**config.mk**
```make
export PLATFORM = sky130hd
export DESIGN_NAME = dircc_processing
export DESIGN_NICKNAME = d
export VERILOG_FILES = /design/src/source/dircc_pkg.sv /design/src/source/dircc_packet_receiver.sv /design/src/source/dircc_packet_sender.sv /design/src/source/dircc_processing.sv /design/src/source/dircc_receive_handler.sv /design/src/source/dircc_send_handler.sv /design/src/source/dircc_status_register.sv
export SDC_FILE = /design/constraint.sdc
export NUM_CORES = 1
export LEC_CHECK = 0
export BUFFER_PORTS_ARGS = -buffer_cell sky130_fd_sc_hd__buf_2
export CAP_MARGIN = 10
export CORE_MARGIN = 1
export CORE_UTILIZATION = 37
export DETAILED_ROUTE_END_ITERATION = 10
export PLACE_DENSITY = 0.5
export SETUP_SLACK_MARGIN = 0.3
export SLEW_MARGIN = 20
export SYNTH_ARGS = -nofsm -noshare
export SYNTH_HDL_FRONTEND = slang
export SYNTH_HIERARCHICAL = 1
export SYNTH_SLANG_ARGS = --single-unit
export TNS_END_PERCENT = 50
```
**constraint.sdc**
```tcl
create_clock -name clk -period 11.4 [get_ports clk]
set_input_delay 0.57 -clock clk [delete_from_list [all_inputs] [get_ports clk]]
set_output_delay 0.57 -clock clk [all_outputs]
set_load 0.02 [all_outputs]
```
**src/source/dircc_pkg.sv**
```systemverilog
`default_nettype none

package dircc_pkg;

    typedef logic [31:0] beat_t;
    typedef logic [14:0] mem_addr_t;
    typedef logic [15:0] mem_data_t;
    typedef logic [31:0] hw_addr_t;
    typedef logic [31:0] lamport_t;
    typedef logic [31:0] packet_data_t;

    // Field order is wire order, dest_addr leaves first
    typedef struct packed {
        hw_addr_t     dest_addr;
        hw_addr_t     src_addr;
        lamport_t     lamport;
        packet_data_t data;
    } packet_t;

    typedef struct packed {
        logic [15:0] dircc_state;
        logic [15:0] dircc_state_extra;
        logic [15:0] user_state;
    } device_state_t;

    localparam logic [15:0] DIRCC_STATE_BOOTED  = 16'h0001;
    localparam logic [15:0] DIRCC_STATE_RUNNING = 16'h0002;
    localparam logic [15:0] DIRCC_STATE_STOPPED = 16'h0004;
    localparam logic [15:0] DIRCC_STATE_ERROR   = 16'h0008;

    localparam int PENDING_BIT = 0; // Unsent result in dircc_state_extra

    localparam int BEATS_PER_PACKET = 4;
    typedef logic [$clog2(BEATS_PER_PACKET)-1:0] beat_cnt_t;
    localparam beat_cnt_t LAST_BEAT = beat_cnt_t'(BEATS_PER_PACKET - 1);

    localparam int RTS_READY_WIDTH = 8;

    localparam logic [7:0] DEVICE_ID = 8'h05; // sw address in src_addr[7:0]

    // Port 0 destinations
    localparam int NUM_TARGETS = 3;
    typedef logic [$clog2(NUM_TARGETS)-1:0] target_idx_t;
    localparam target_idx_t LAST_TARGET = target_idx_t'(NUM_TARGETS - 1);
    localparam hw_addr_t TARGET_TABLE [NUM_TARGETS] = '{
        32'h0000_0101,
        32'h0000_0202,
        32'h0000_0303
    };

    // Host map
    localparam mem_addr_t REG_STATE = 15'd0;
    localparam mem_addr_t REG_EXTRA = 15'd1;
    localparam mem_addr_t REG_USER  = 15'd2;

    typedef enum logic [1:0] {
        RX_IDLE, // Waiting for startofpacket
        RX_BODY,
        RX_HOLD  // Packet complete, ready low
    } rx_state_t;

    typedef enum logic {
        TX_IDLE,
        TX_SEND
    } tx_state_t;

endpackage : dircc_pkg

`default_nettype wire

```
**src/source/dircc_packet_receiver.sv**
```systemverilog
`timescale 1ns/1ps
`default_nettype none

module dircc_packet_receiver
    import dircc_pkg::*;
(
    input  wire           clk,
    input  wire           reset_n,

    input  wire beat_t    input_data,
    input  wire           input_startofpacket,
    input  wire           input_endofpacket,
    input  wire           input_valid,
    output logic          input_ready,

    input  wire           booting,

    output packet_t       packet_in,
    output logic          receive_done
);

    rx_state_t state;
    beat_cnt_t beat_cnt;
    beat_cnt_t beat_idx;
    logic      beat_fire;
    logic      store_beat;

    assign input_ready  = !booting && (state != RX_HOLD);
    assign receive_done = (state == RX_HOLD); // Lasts exactly one cycle

    assign beat_fire  = input_valid && input_ready;
    assign store_beat = beat_fire && (input_startofpacket || state == RX_BODY);
    assign beat_idx   = input_startofpacket ? '0 : beat_cnt;

    always_ff @(posedge clk or negedge reset_n) begin
        if (!reset_n) begin
            state    <= RX_IDLE;
            beat_cnt <= '0;
        end else if (state == RX_HOLD) begin
            state <= RX_IDLE; // Consumed by the top level this cycle
        end else if (beat_fire) begin
            if (input_startofpacket) begin
                // SOP restarts even mid-packet
                state    <= input_endofpacket ? RX_IDLE : RX_BODY;
                beat_cnt <= beat_cnt_t'(1);
            end else if (state == RX_BODY) begin
                if (beat_cnt == LAST_BEAT) begin
                    state <= input_endofpacket ? RX_HOLD : RX_IDLE;
                end else if (input_endofpacket) begin
                    state <= RX_IDLE; // Short packet dropped
                end else begin
                    beat_cnt <= beat_cnt + 1'b1;
                end
            end
        end
    end

    always_ff @(posedge clk) begin
        if (store_beat) begin
            case (beat_idx)
                2'd0:    packet_in.dest_addr <= input_data;
                2'd1:    packet_in.src_addr  <= input_data;
                2'd2:    packet_in.lamport   <= input_data;
                default: packet_in.data      <= input_data;
            endcase
        end
    end

endmodule : dircc_packet_receiver

`default_nettype wire

```
**src/source/dircc_packet_sender.sv**
```systemverilog
`timescale 1ns/1ps
`default_nettype none

module dircc_packet_sender
    import dircc_pkg::*;
(
    input  wire           clk,
    input  wire           reset_n,

    input  wire           write_packet,
    input  wire packet_t  packet_out,

    output beat_t         output_data,
    output logic          output_startofpacket,
    output logic          output_endofpacket,
    output logic          output_valid,
    input  wire           output_ready,

    output logic          sending
);

    tx_state_t state;
    beat_cnt_t beat_cnt;
    packet_t   packet_q;

    assign sending              = (state == TX_SEND);
    assign output_valid         = (state == TX_SEND);
    assign output_startofpacket = output_valid && (beat_cnt == '0);
    assign output_endofpacket   = output_valid && (beat_cnt == LAST_BEAT);

    // Beat select from the held packet, so stalls keep it stable
    always_comb begin
        case (beat_cnt)
            2'd0:    output_data = packet_q.dest_addr;
            2'd1:    output_data = packet_q.src_addr;
            2'd2:    output_data = packet_q.lamport;
            default: output_data = packet_q.data;
        endcase
    end

    always_ff @(posedge clk or negedge reset_n) begin
        if (!reset_n) begin
            state    <= TX_IDLE;
            beat_cnt <= '0;
        end else begin
            case (state)
                TX_IDLE: begin
                    if (write_packet) begin
                        state    <= TX_SEND;
                        beat_cnt <= '0;
                    end
                end
                TX_SEND: begin
                    if (output_ready) begin
                        if (beat_cnt == LAST_BEAT) begin
                            state <= TX_IDLE;
                        end
                        beat_cnt <= beat_cnt + 1'b1; // Wraps to 0 after the last beat
                    end
                end
                default: state <= TX_IDLE;
            endcase
        end
    end

    always_ff @(posedge clk) begin
        if (write_packet) begin
            packet_q <= packet_out;
        end
    end

endmodule : dircc_packet_sender

`default_nettype wire

```
**src/source/dircc_processing.sv**
```systemverilog
`timescale 1ns/1ps
`default_nettype none

module dircc_processing
    import dircc_pkg::*;
(
    input  wire             clk,
    input  wire             reset_n,

    input  wire hw_addr_t   address,

    input  wire beat_t      input_data,
    input  wire             input_startofpacket,
    input  wire             input_endofpacket,
    input  wire             input_valid,
    output logic            input_ready,

    output beat_t           output_data,
    output logic            output_startofpacket,
    output logic            output_endofpacket,
    output logic            output_valid,
    input  wire             output_ready,

    input  wire mem_addr_t  mem_address,
    input  wire             mem_write,
    input  wire mem_data_t  mem_writedata,
    output mem_data_t       mem_readdata
);

    logic                       booting;
    logic                       receive_done;
    logic                       sending;
    logic                       write_packet;
    packet_t                    packet_in;
    packet_t                    packet_out;

    device_state_t              read_state;
    device_state_t              write_state;
    logic                       write_state_valid;
    device_state_t              rx_write_state;
    device_state_t              tx_write_state;
    logic [RTS_READY_WIDTH-1:0] rts_ready;
    packet_data_t               tx_payload;

    lamport_t                   lamport;
    lamport_t                   lamport_max;
    lamport_t                   send_lamport; // Value after the send-handler call
    packet_data_t               send_data;

    logic                       fanout_active;
    target_idx_t                target_idx;

    logic running;
    logic stopped;
    logic rx_call;
    logic tx_call;
    logic drop_packet;
    logic fanout_issue;

    dircc_packet_receiver i_packet_receiver (
        .clk                 (clk),
        .reset_n             (reset_n),
        .input_data          (input_data),
        .input_startofpacket (input_startofpacket),
        .input_endofpacket   (input_endofpacket),
        .input_valid         (input_valid),
        .input_ready         (input_ready),
        .booting             (booting),
        .packet_in           (packet_in),
        .receive_done        (receive_done)
    );

    dircc_packet_sender i_packet_sender (
        .clk                  (clk),
        .reset_n              (reset_n),
        .write_packet         (write_packet),
        .packet_out           (packet_out),
        .output_data          (output_data),
        .output_startofpacket (output_startofpacket),
        .output_endofpacket   (output_endofpacket),
        .output_valid         (output_valid),
        .output_ready         (output_ready),
        .sending              (sending)
    );

    dircc_status_register i_status_register (
        .clk               (clk),
        .reset_n           (reset_n),
        .mem_address       (mem_address),
        .mem_write         (mem_write),
        .mem_writedata     (mem_writedata),
        .mem_readdata      (mem_readdata),
        .write_state       (write_state),
        .write_state_valid (write_state_valid),
        .read_state        (read_state)
    );

    dircc_receive_handler i_receive_handler (
        .read_state  (read_state),
        .packet_in   (packet_in),
        .write_state (rx_write_state)
    );

    dircc_send_handler i_send_handler (
        .read_state      (read_state),
        .rts_ready       (rts_ready),
        .packet_out_data (tx_payload),
        .write_state     (tx_write_state)
    );

    assign running = |(read_state.dircc_state & DIRCC_STATE_RUNNING);
    assign stopped = |(read_state.dircc_state & DIRCC_STATE_STOPPED);

    // Receive beats send
    assign rx_call      = running && receive_done;
    assign tx_call      = running && !receive_done && (|rts_ready) && !fanout_active;
    assign drop_packet  = !running && stopped && receive_done;
    assign fanout_issue = fanout_active && !sending && !write_packet;

    assign lamport_max = (packet_in.lamport > lamport) ? packet_in.lamport : lamport;

    always_comb begin
        write_state       = read_state;
        write_state_valid = 1'b0;
        if (rx_call) begin
            write_state       = rx_write_state;
            write_state_valid = 1'b1;
        end else if (tx_call) begin
            write_state       = tx_write_state;
            write_state_valid = 1'b1;
        end else if (drop_packet) begin
            write_state.dircc_state = read_state.dircc_state | DIRCC_STATE_ERROR;
            write_state_valid       = 1'b1;
        end
    end

    always_ff @(posedge clk or negedge reset_n) begin
        if (!reset_n) begin
            booting       <= 1'b1;
            lamport       <= '0;
            fanout_active <= 1'b0;
            target_idx    <= '0;
            write_packet  <= 1'b0;
        end else begin
            if (running || stopped) begin
                booting <= 1'b0;
            end

            if (rx_call) begin
                lamport <= lamport_max + 1'b1;
            end else if (tx_call) begin
                lamport       <= lamport + 1'b1;
                fanout_active <= 1'b1;
                target_idx    <= '0;
            end

            write_packet <= fanout_issue; // One strobe per target
            if (fanout_issue) begin
                if (target_idx == LAST_TARGET) begin
                    fanout_active <= 1'b0;
                end else begin
                    target_idx <= target_idx + 1'b1;
                end
            end
        end
    end

    always_ff @(posedge clk) begin
        if (tx_call) begin
            send_lamport <= lamport + 1'b1;
            send_data    <= tx_payload;
        end
        if (fanout_issue) begin
            packet_out.dest_addr <= TARGET_TABLE[target_idx];
            packet_out.src_addr  <= {address[31:8], DEVICE_ID};
            packet_out.lamport   <= send_lamport;
            packet_out.data      <= send_data;
        end
    end

endmodule : dircc_processing

`default_nettype wire

```
**src/source/dircc_receive_handler.sv**
```systemverilog
`timescale 1ns/1ps
`default_nettype none

module dircc_receive_handler
    import dircc_pkg::*;
(
    input  wire device_state_t  read_state,
    input  wire packet_t        packet_in,
    output device_state_t       write_state
);

    // Accumulate low half of payload and flag a pending send
    always_comb begin
        write_state            = read_state;
        write_state.user_state = read_state.user_state + packet_in.data[15:0]; // Wraps
        write_state.dircc_state_extra[PENDING_BIT] = 1'b1;
    end

endmodule : dircc_receive_handler

`default_nettype wire

```
**src/source/dircc_send_handler.sv**
```systemverilog
`timescale 1ns/1ps
`default_nettype none

module dircc_send_handler
    import dircc_pkg::*;
(
    input  wire device_state_t         read_state,
    output logic [RTS_READY_WIDTH-1:0] rts_ready,
    output packet_data_t               packet_out_data,
    output device_state_t              write_state
);

    // Only port 0 is ever used
    always_comb begin
        rts_ready    = '0;
        rts_ready[0] = read_state.dircc_state_extra[PENDING_BIT];
    end

    assign packet_out_data = packet_data_t'(read_state.user_state);

    always_comb begin
        write_state            = read_state;
        write_state.user_state = '0;
        write_state.dircc_state_extra[PENDING_BIT] = 1'b0;
    end

endmodule : dircc_send_handler

`default_nettype wire

```
**src/source/dircc_status_register.sv**
```systemverilog
`timescale 1ns/1ps
`default_nettype none

module dircc_status_register
    import dircc_pkg::*;
(
    input  wire                 clk,
    input  wire                 reset_n,

    input  wire mem_addr_t      mem_address,
    input  wire                 mem_write,
    input  wire mem_data_t      mem_writedata,
    output mem_data_t           mem_readdata,

    input  wire device_state_t  write_state,
    input  wire                 write_state_valid,
    output device_state_t       read_state
);

    always_ff @(posedge clk or negedge reset_n) begin
        if (!reset_n) begin
            read_state.dircc_state       <= DIRCC_STATE_BOOTED;
            read_state.dircc_state_extra <= '0;
            read_state.user_state        <= '0;
        end else begin
            if (write_state_valid) begin
                read_state <= write_state;
            end
            // Host write overrides its own field only
            if (mem_write) begin
                case (mem_address)
                    REG_STATE: read_state.dircc_state       <= mem_writedata;
                    REG_EXTRA: read_state.dircc_state_extra <= mem_writedata;
                    REG_USER:  read_state.user_state        <= mem_writedata;
                    default:   ;
                endcase
            end
        end
    end

    always_ff @(posedge clk or negedge reset_n) begin
        if (!reset_n) begin
            mem_readdata <= '0;
        end else begin
            case (mem_address)
                REG_STATE: mem_readdata <= read_state.dircc_state;
                REG_EXTRA: mem_readdata <= read_state.dircc_state_extra;
                REG_USER:  mem_readdata <= read_state.user_state;
                default:   mem_readdata <= '0; // Unmapped
            endcase
        end
    end

endmodule : dircc_status_register

`default_nettype wire

```
# Word-level counts from Yosys, hierarchy flattened
# Cells that the tools add are included.
# totals
output_inout_bits,52
ff_bits,412
# classes
muxes,48
add_sub_neg,6
bitwise_logic,4
reduce_logical,35
n_lt_le_gt_ge,2
n_eq_ne,16
# op_table
operator,n
two-way mux 32 bit,5
one-hot mux 32 bit (3 select lines),1
two-way mux 36 bit,2
"adder 32 x 1 -> 32 bit, second input constant",2
binary-select mux 32 bit (select 2 bit),1
two-way mux 16 bit,3
two-way mux 48 bit,1
one-hot mux 16 bit (3 select lines),1
two-way mux 2 bit,18
greater-than comparator 32 bit,1
two-way mux 17 bit,1
adder 16 bit,1
"equality test 15 x 1 -> 1 bit, second input constant",1
"equality test 15 x 2 -> 1 bit, second input constant",1
zero test 15 bit,1
logical AND 1 bit,13
"equality test 2 bit, second input constant",6
two-way mux 1 bit,11
"inequality test 2 bit, second input constant",5
two-way mux 4 bit,2
"adder 2 x 1 -> 2 bit, second input constant",3
"equality test 2 x 1 -> 1 bit, second input constant",3
zero test 1 bit,6
AND reduction 2 bit,3
13 further kinds,19

# Longest topological paths before layout
# logic_depth
depth_word,10
mapped_depth,19
ltp_nobuf,17

# Modules after synthesis
# The synthesis kept the hierarchy.
# modules_own_cells
module,seq_area_each_um2,instances,area_per_inst_um2,cells_each
dircc_processing,5551.6,1,9781.9,863
dircc_packet_sender,3918.8,1,4928.5,258
dircc_packet_receiver,3943.8,1,4177.8,165
dircc_status_register,1602.8,1,3173.0,252
dircc_receive_handler,0.0,1,968.4,131
dircc_send_handler,0.0,1,664.4,89

# Worst setup path before layout
# Ideal clock, no wire load.
# synth_timing
kind,register -> register
start,register write_packet
end,register target_idx[1]
arrival_time_ns,9.875
n_path_buf,0
period_less_slack_ns,10.106
stages_incl_launch_ff,4
required_time_ns,11.169
setup_slack_ns,1.294
cell_sequence,dfrtp_1 nor3b_1 nor2b_1 o31ai_1
# synth_via
elab_chain_len,3
# synth_lines
item,line,text
"start, declared",dircc_processing.sv:33,logic write_packet;
"start signal, assigned",dircc_processing.sv:157,write_packet <= fanout_issue;
zero test 1 bit,dircc_processing.sv:118,assign fanout_issue = fanout_active && !sending && !write_packet;
logical AND 1 bit,dircc_processing.sv:118,
via fanout_issue,dircc_processing.sv:58,logic fanout_issue;
two-way mux 2 bit,dircc_processing.sv:158,if (fanout_issue) begin
"end signal, assigned",dircc_processing.sv:162,target_idx <= target_idx + 1'b1;
"end, declared",dircc_processing.sv:51,target_idx_t target_idx;
# The timed path passes the listed nets, and every way through them passes these cells.
# A chain may end at the register's enable or synchronous reset.

# Worst setup path in the final report
# layout_timing
start,register lamport[5]
end,register lamport[28]
# layout_via
elab_chain_len,4
word_cells_on_any_way,6
cone_classes,2 x add/sub; 1 x order compare; 3 x mux
# layout_lines
item,line,text
"start, declared",dircc_processing.sv:45,lamport_t lamport;
"start signal, assigned",dircc_processing.sv:150,lamport <= lamport_max + 1'b1;
"start signal, assigned",dircc_processing.sv:152,lamport <= lamport + 1'b1;
greater-than comparator 32 bit,dircc_processing.sv:120,assign lamport_max = (packet_in.lamport > lamport) ? packet_in.lamport : lamport;
two-way mux 32 bit,dircc_processing.sv:120,
adder 32 x 1 -> 32 bit,dircc_processing.sv:150,
two-way mux 32 bit *,dircc_processing.sv:149,if (rx_call) begin
# Every way passes the cells marked *; elsewhere a longest branch is shown, timed or not. The select of a mux whose other input is x is not followed.

==> reports/summary.txt <==
WS Path Type: reg -> reg
actual slew at the worst max-slew pin: 944 ps
max-cap viol count: 0
Routed WL per cell: 19.2 µm
GR Overflow Total: 0
CTS Sinks: 438
total DRC errors in the routed layout: 0
WP data arrival: 5490 ps
VDD IR max: 0.116 mV
Detailed Place HPWL: 33.1 mm
post_cts resized: 0
gr usage total: 16.7%
Lkg Pwr: 9.21 nW
Net Sw Power: 0.00123 W
synth warn: 6
Synth Cell Area: 21300 µm²
I/O pins: 154
area delta synth->final: 11.5%
CP max FO: 16
fmax: 201 MHz
min-delay worst type: in -> async
Max Root-Sink Buffers: 3
NumNets Final: 1932
ANT nets after route: 0
RSZ-0062 raised after global routing: no
num rows: 87
die area: 58500 µm²
Post-Synthesis Cells: 1674
nature of the critical path startpoint: flip-flop
final hold vios: 0
Pwr Total: 0.00434 W
Post-CTS Repair Setup Buffers: 0
combinational power share: 17.5%
CTS tree: built
clock network fraction of total power: 36.4%
Internal Power: 0.00311 W
crit-path cells: inv_1, ha_1, a21oi_1, o21ai_0, a221o_1, o311a_2, nor2_4, mux2_2, ha_1, nand2_1, nor3_4, nand2_1, nor3_1, xnor2_1, mux2_2, o221ai_1
Flop pwr share: 46.1%
largest stage delay on the critical path: 570 ps
Die Span X: 242 µm
Initial Util: 37.6%
H-tree Lvls: 2
pin count of the biggest net entering global routing: 75
P per Cell Area: 183 nW/µm²
CP Capture Type: flip-flop
Crit path max-delay family: simple AND/OR/NAND/NOR gates
CP max stage cell: nor2_4
ant diodes: 0
GP Congestion: 0.826
total CTS buffers: 48
via count: 12800
Setup violations, final: 0
hold buffer count at cts: 0
Avg Inst Size Synth: 12.7 µm²
Clock transition at path regs: 60 ps
slew margin rel.: 37.1%
min Tclk post-route: 4970 ps
total wire length: 49.1 mm
DRT Pass-1 Iters: 11
Sw Ratio: 28.4%
initial antenna violation count: 3
I/O Buffers: 145
DIE HEIGHT: 242 µm
Clock Skew: 39.6 ps
number of global-route vias before repair: 12700
CTS root buffer: clkbuf_16
WP buf/inv: 1
drt via density: 4.99
setup tns final: 0 ps
status: completed
Core ar.: 56600 µm²
first-pass GRT wire length: 75.7 mm
Required @ worst endpoint: 11910 ps
Final Max Slew Viols: 0
proportion of layout cells with a drive suffix above 1: 19.2%
period utilization: 43.6%
clk_lat worst skew: 600 ps
initial drt markers: 926
registers in the layout (all words and copies together) (netlist names), 2 cells and up:
signal                          count
i_status_register/read_state       48
i_packet_sender/packet_q          128
lamport                            32
i_packet_sender/beat_cnt            2
send_data                          32
target_idx                          2
packet_out                         90
i_packet_receiver/packet_in        48
send_lamport                       32
i_status_register/mem_readdata     16
i_packet_receiver/state             2
i_packet_receiver/beat_cnt          2
worst paths after layout:
check	startpoint	end	slack (ps)	cells past startpoint
max	lamport[5]$_DFFE_PN0P_	lamport[28]$_DFFE_PN0P_	6430	16
min	reset_n	i_packet_sender/beat_cnt[1]$_DFFE_PN0P_	100	1
max reg2reg	lamport[5]$_DFFE_PN0P_	lamport[28]$_DFFE_PN0P_	6430	16
min reg2reg	packet_out[78]$_DFFE_PP_	i_packet_sender/packet_q[78]$_DFFE_PP_	380	0
max in group asynchronous	reset_n	write_packet$_DFF_PN0_	10000	2
min in group clk	address[29]	packet_out[93]$_DFFE_PP_	140	1
metrics by stage:
stage / worst slack [ps] / cells / utilization, % / area [µm²] / hold slack, ps
floorplan: 1290 / 1747 / - / 21500 / 274
global placement: 6520 / 2477 / 39.1 / 22100 / 401
detailed placement: 6440 / 2477 / 39.1 / 22100 / 405
CTS: 6460 / 2565 / 41.9 / 23700 / 97.2
global route: 6100 / 2565 / 41.9 / 23700 / 102
finish: 6430 / 2565 / 41.9 / 23700 / 100
placed cells by master, fill, tap and decap left out, types with 6 or more instances in the layout:
master	instances
a21o_1	6
buf_4	18
and3_1	14
nor3_1	38
xor2_1	18
and2_1	7
o211ai_1	7
o21ai_0	46
dfrtp_1	105
edfxtp_1	330
a222oi_1	32
clkinv_2	7
nand4_1	16
nor4_1	9
clkbuf_1	13
clkbuf_16	48
inv_1	81
a21oi_1	63
mux2i_1	80
mux2_2	58
nand2b_1	6
ha_1	54
nand2_1	166
nor2b_1	8
mux2_4	10
xnor2_1	75
conb_1	77
or3_1	6
bufinv_16	6
a22oi_1	53
nand3_1	43
buf_2	144
o221ai_1	7
nor2_1	46
routing by layer:
metal | global-route usage (%) | share of wire, % | vias to the layer above
li1 | - | - | 6171
met1 | 23.8 | 48 | 6268
met2 | 25.9 | 45 | 304
met3 | 3.39 | 5.4 | 61
met4 | 4.43 | 1.9 | 4
met5 | 0 | 0.039 | -
power groups by stage:
stage          combinational (W)  sequential, W  clock (W)
2_1_floorplan           0.000493        0.00207          0
3_3_place_gp            0.000771        0.00203          0
3_5_place_dp            0.000776        0.00203          0
4_1_cts                 0.000778        0.00200    0.00163
5_1_grt                 0.000825        0.00202    0.00169
6_report                0.000760        0.00200    0.00158
cell type report:
| class | instances | area, µm² |
|---|---|---|
| Sequential cell | 438 | 12600 |
| Clock buffer | 63 | 1280 |
| Inverter | 82 | 310 |
| Clock inverter | 25 | 332 |
| Timing Repair Buffer | 162 | 856 |
| Fill cell | 5328 | 32900 |
| Multi-Input combinational cell | 1039 | 7380 |
| Tap cell | 756 | 946 |
Power figures use the tool's default switching activity.
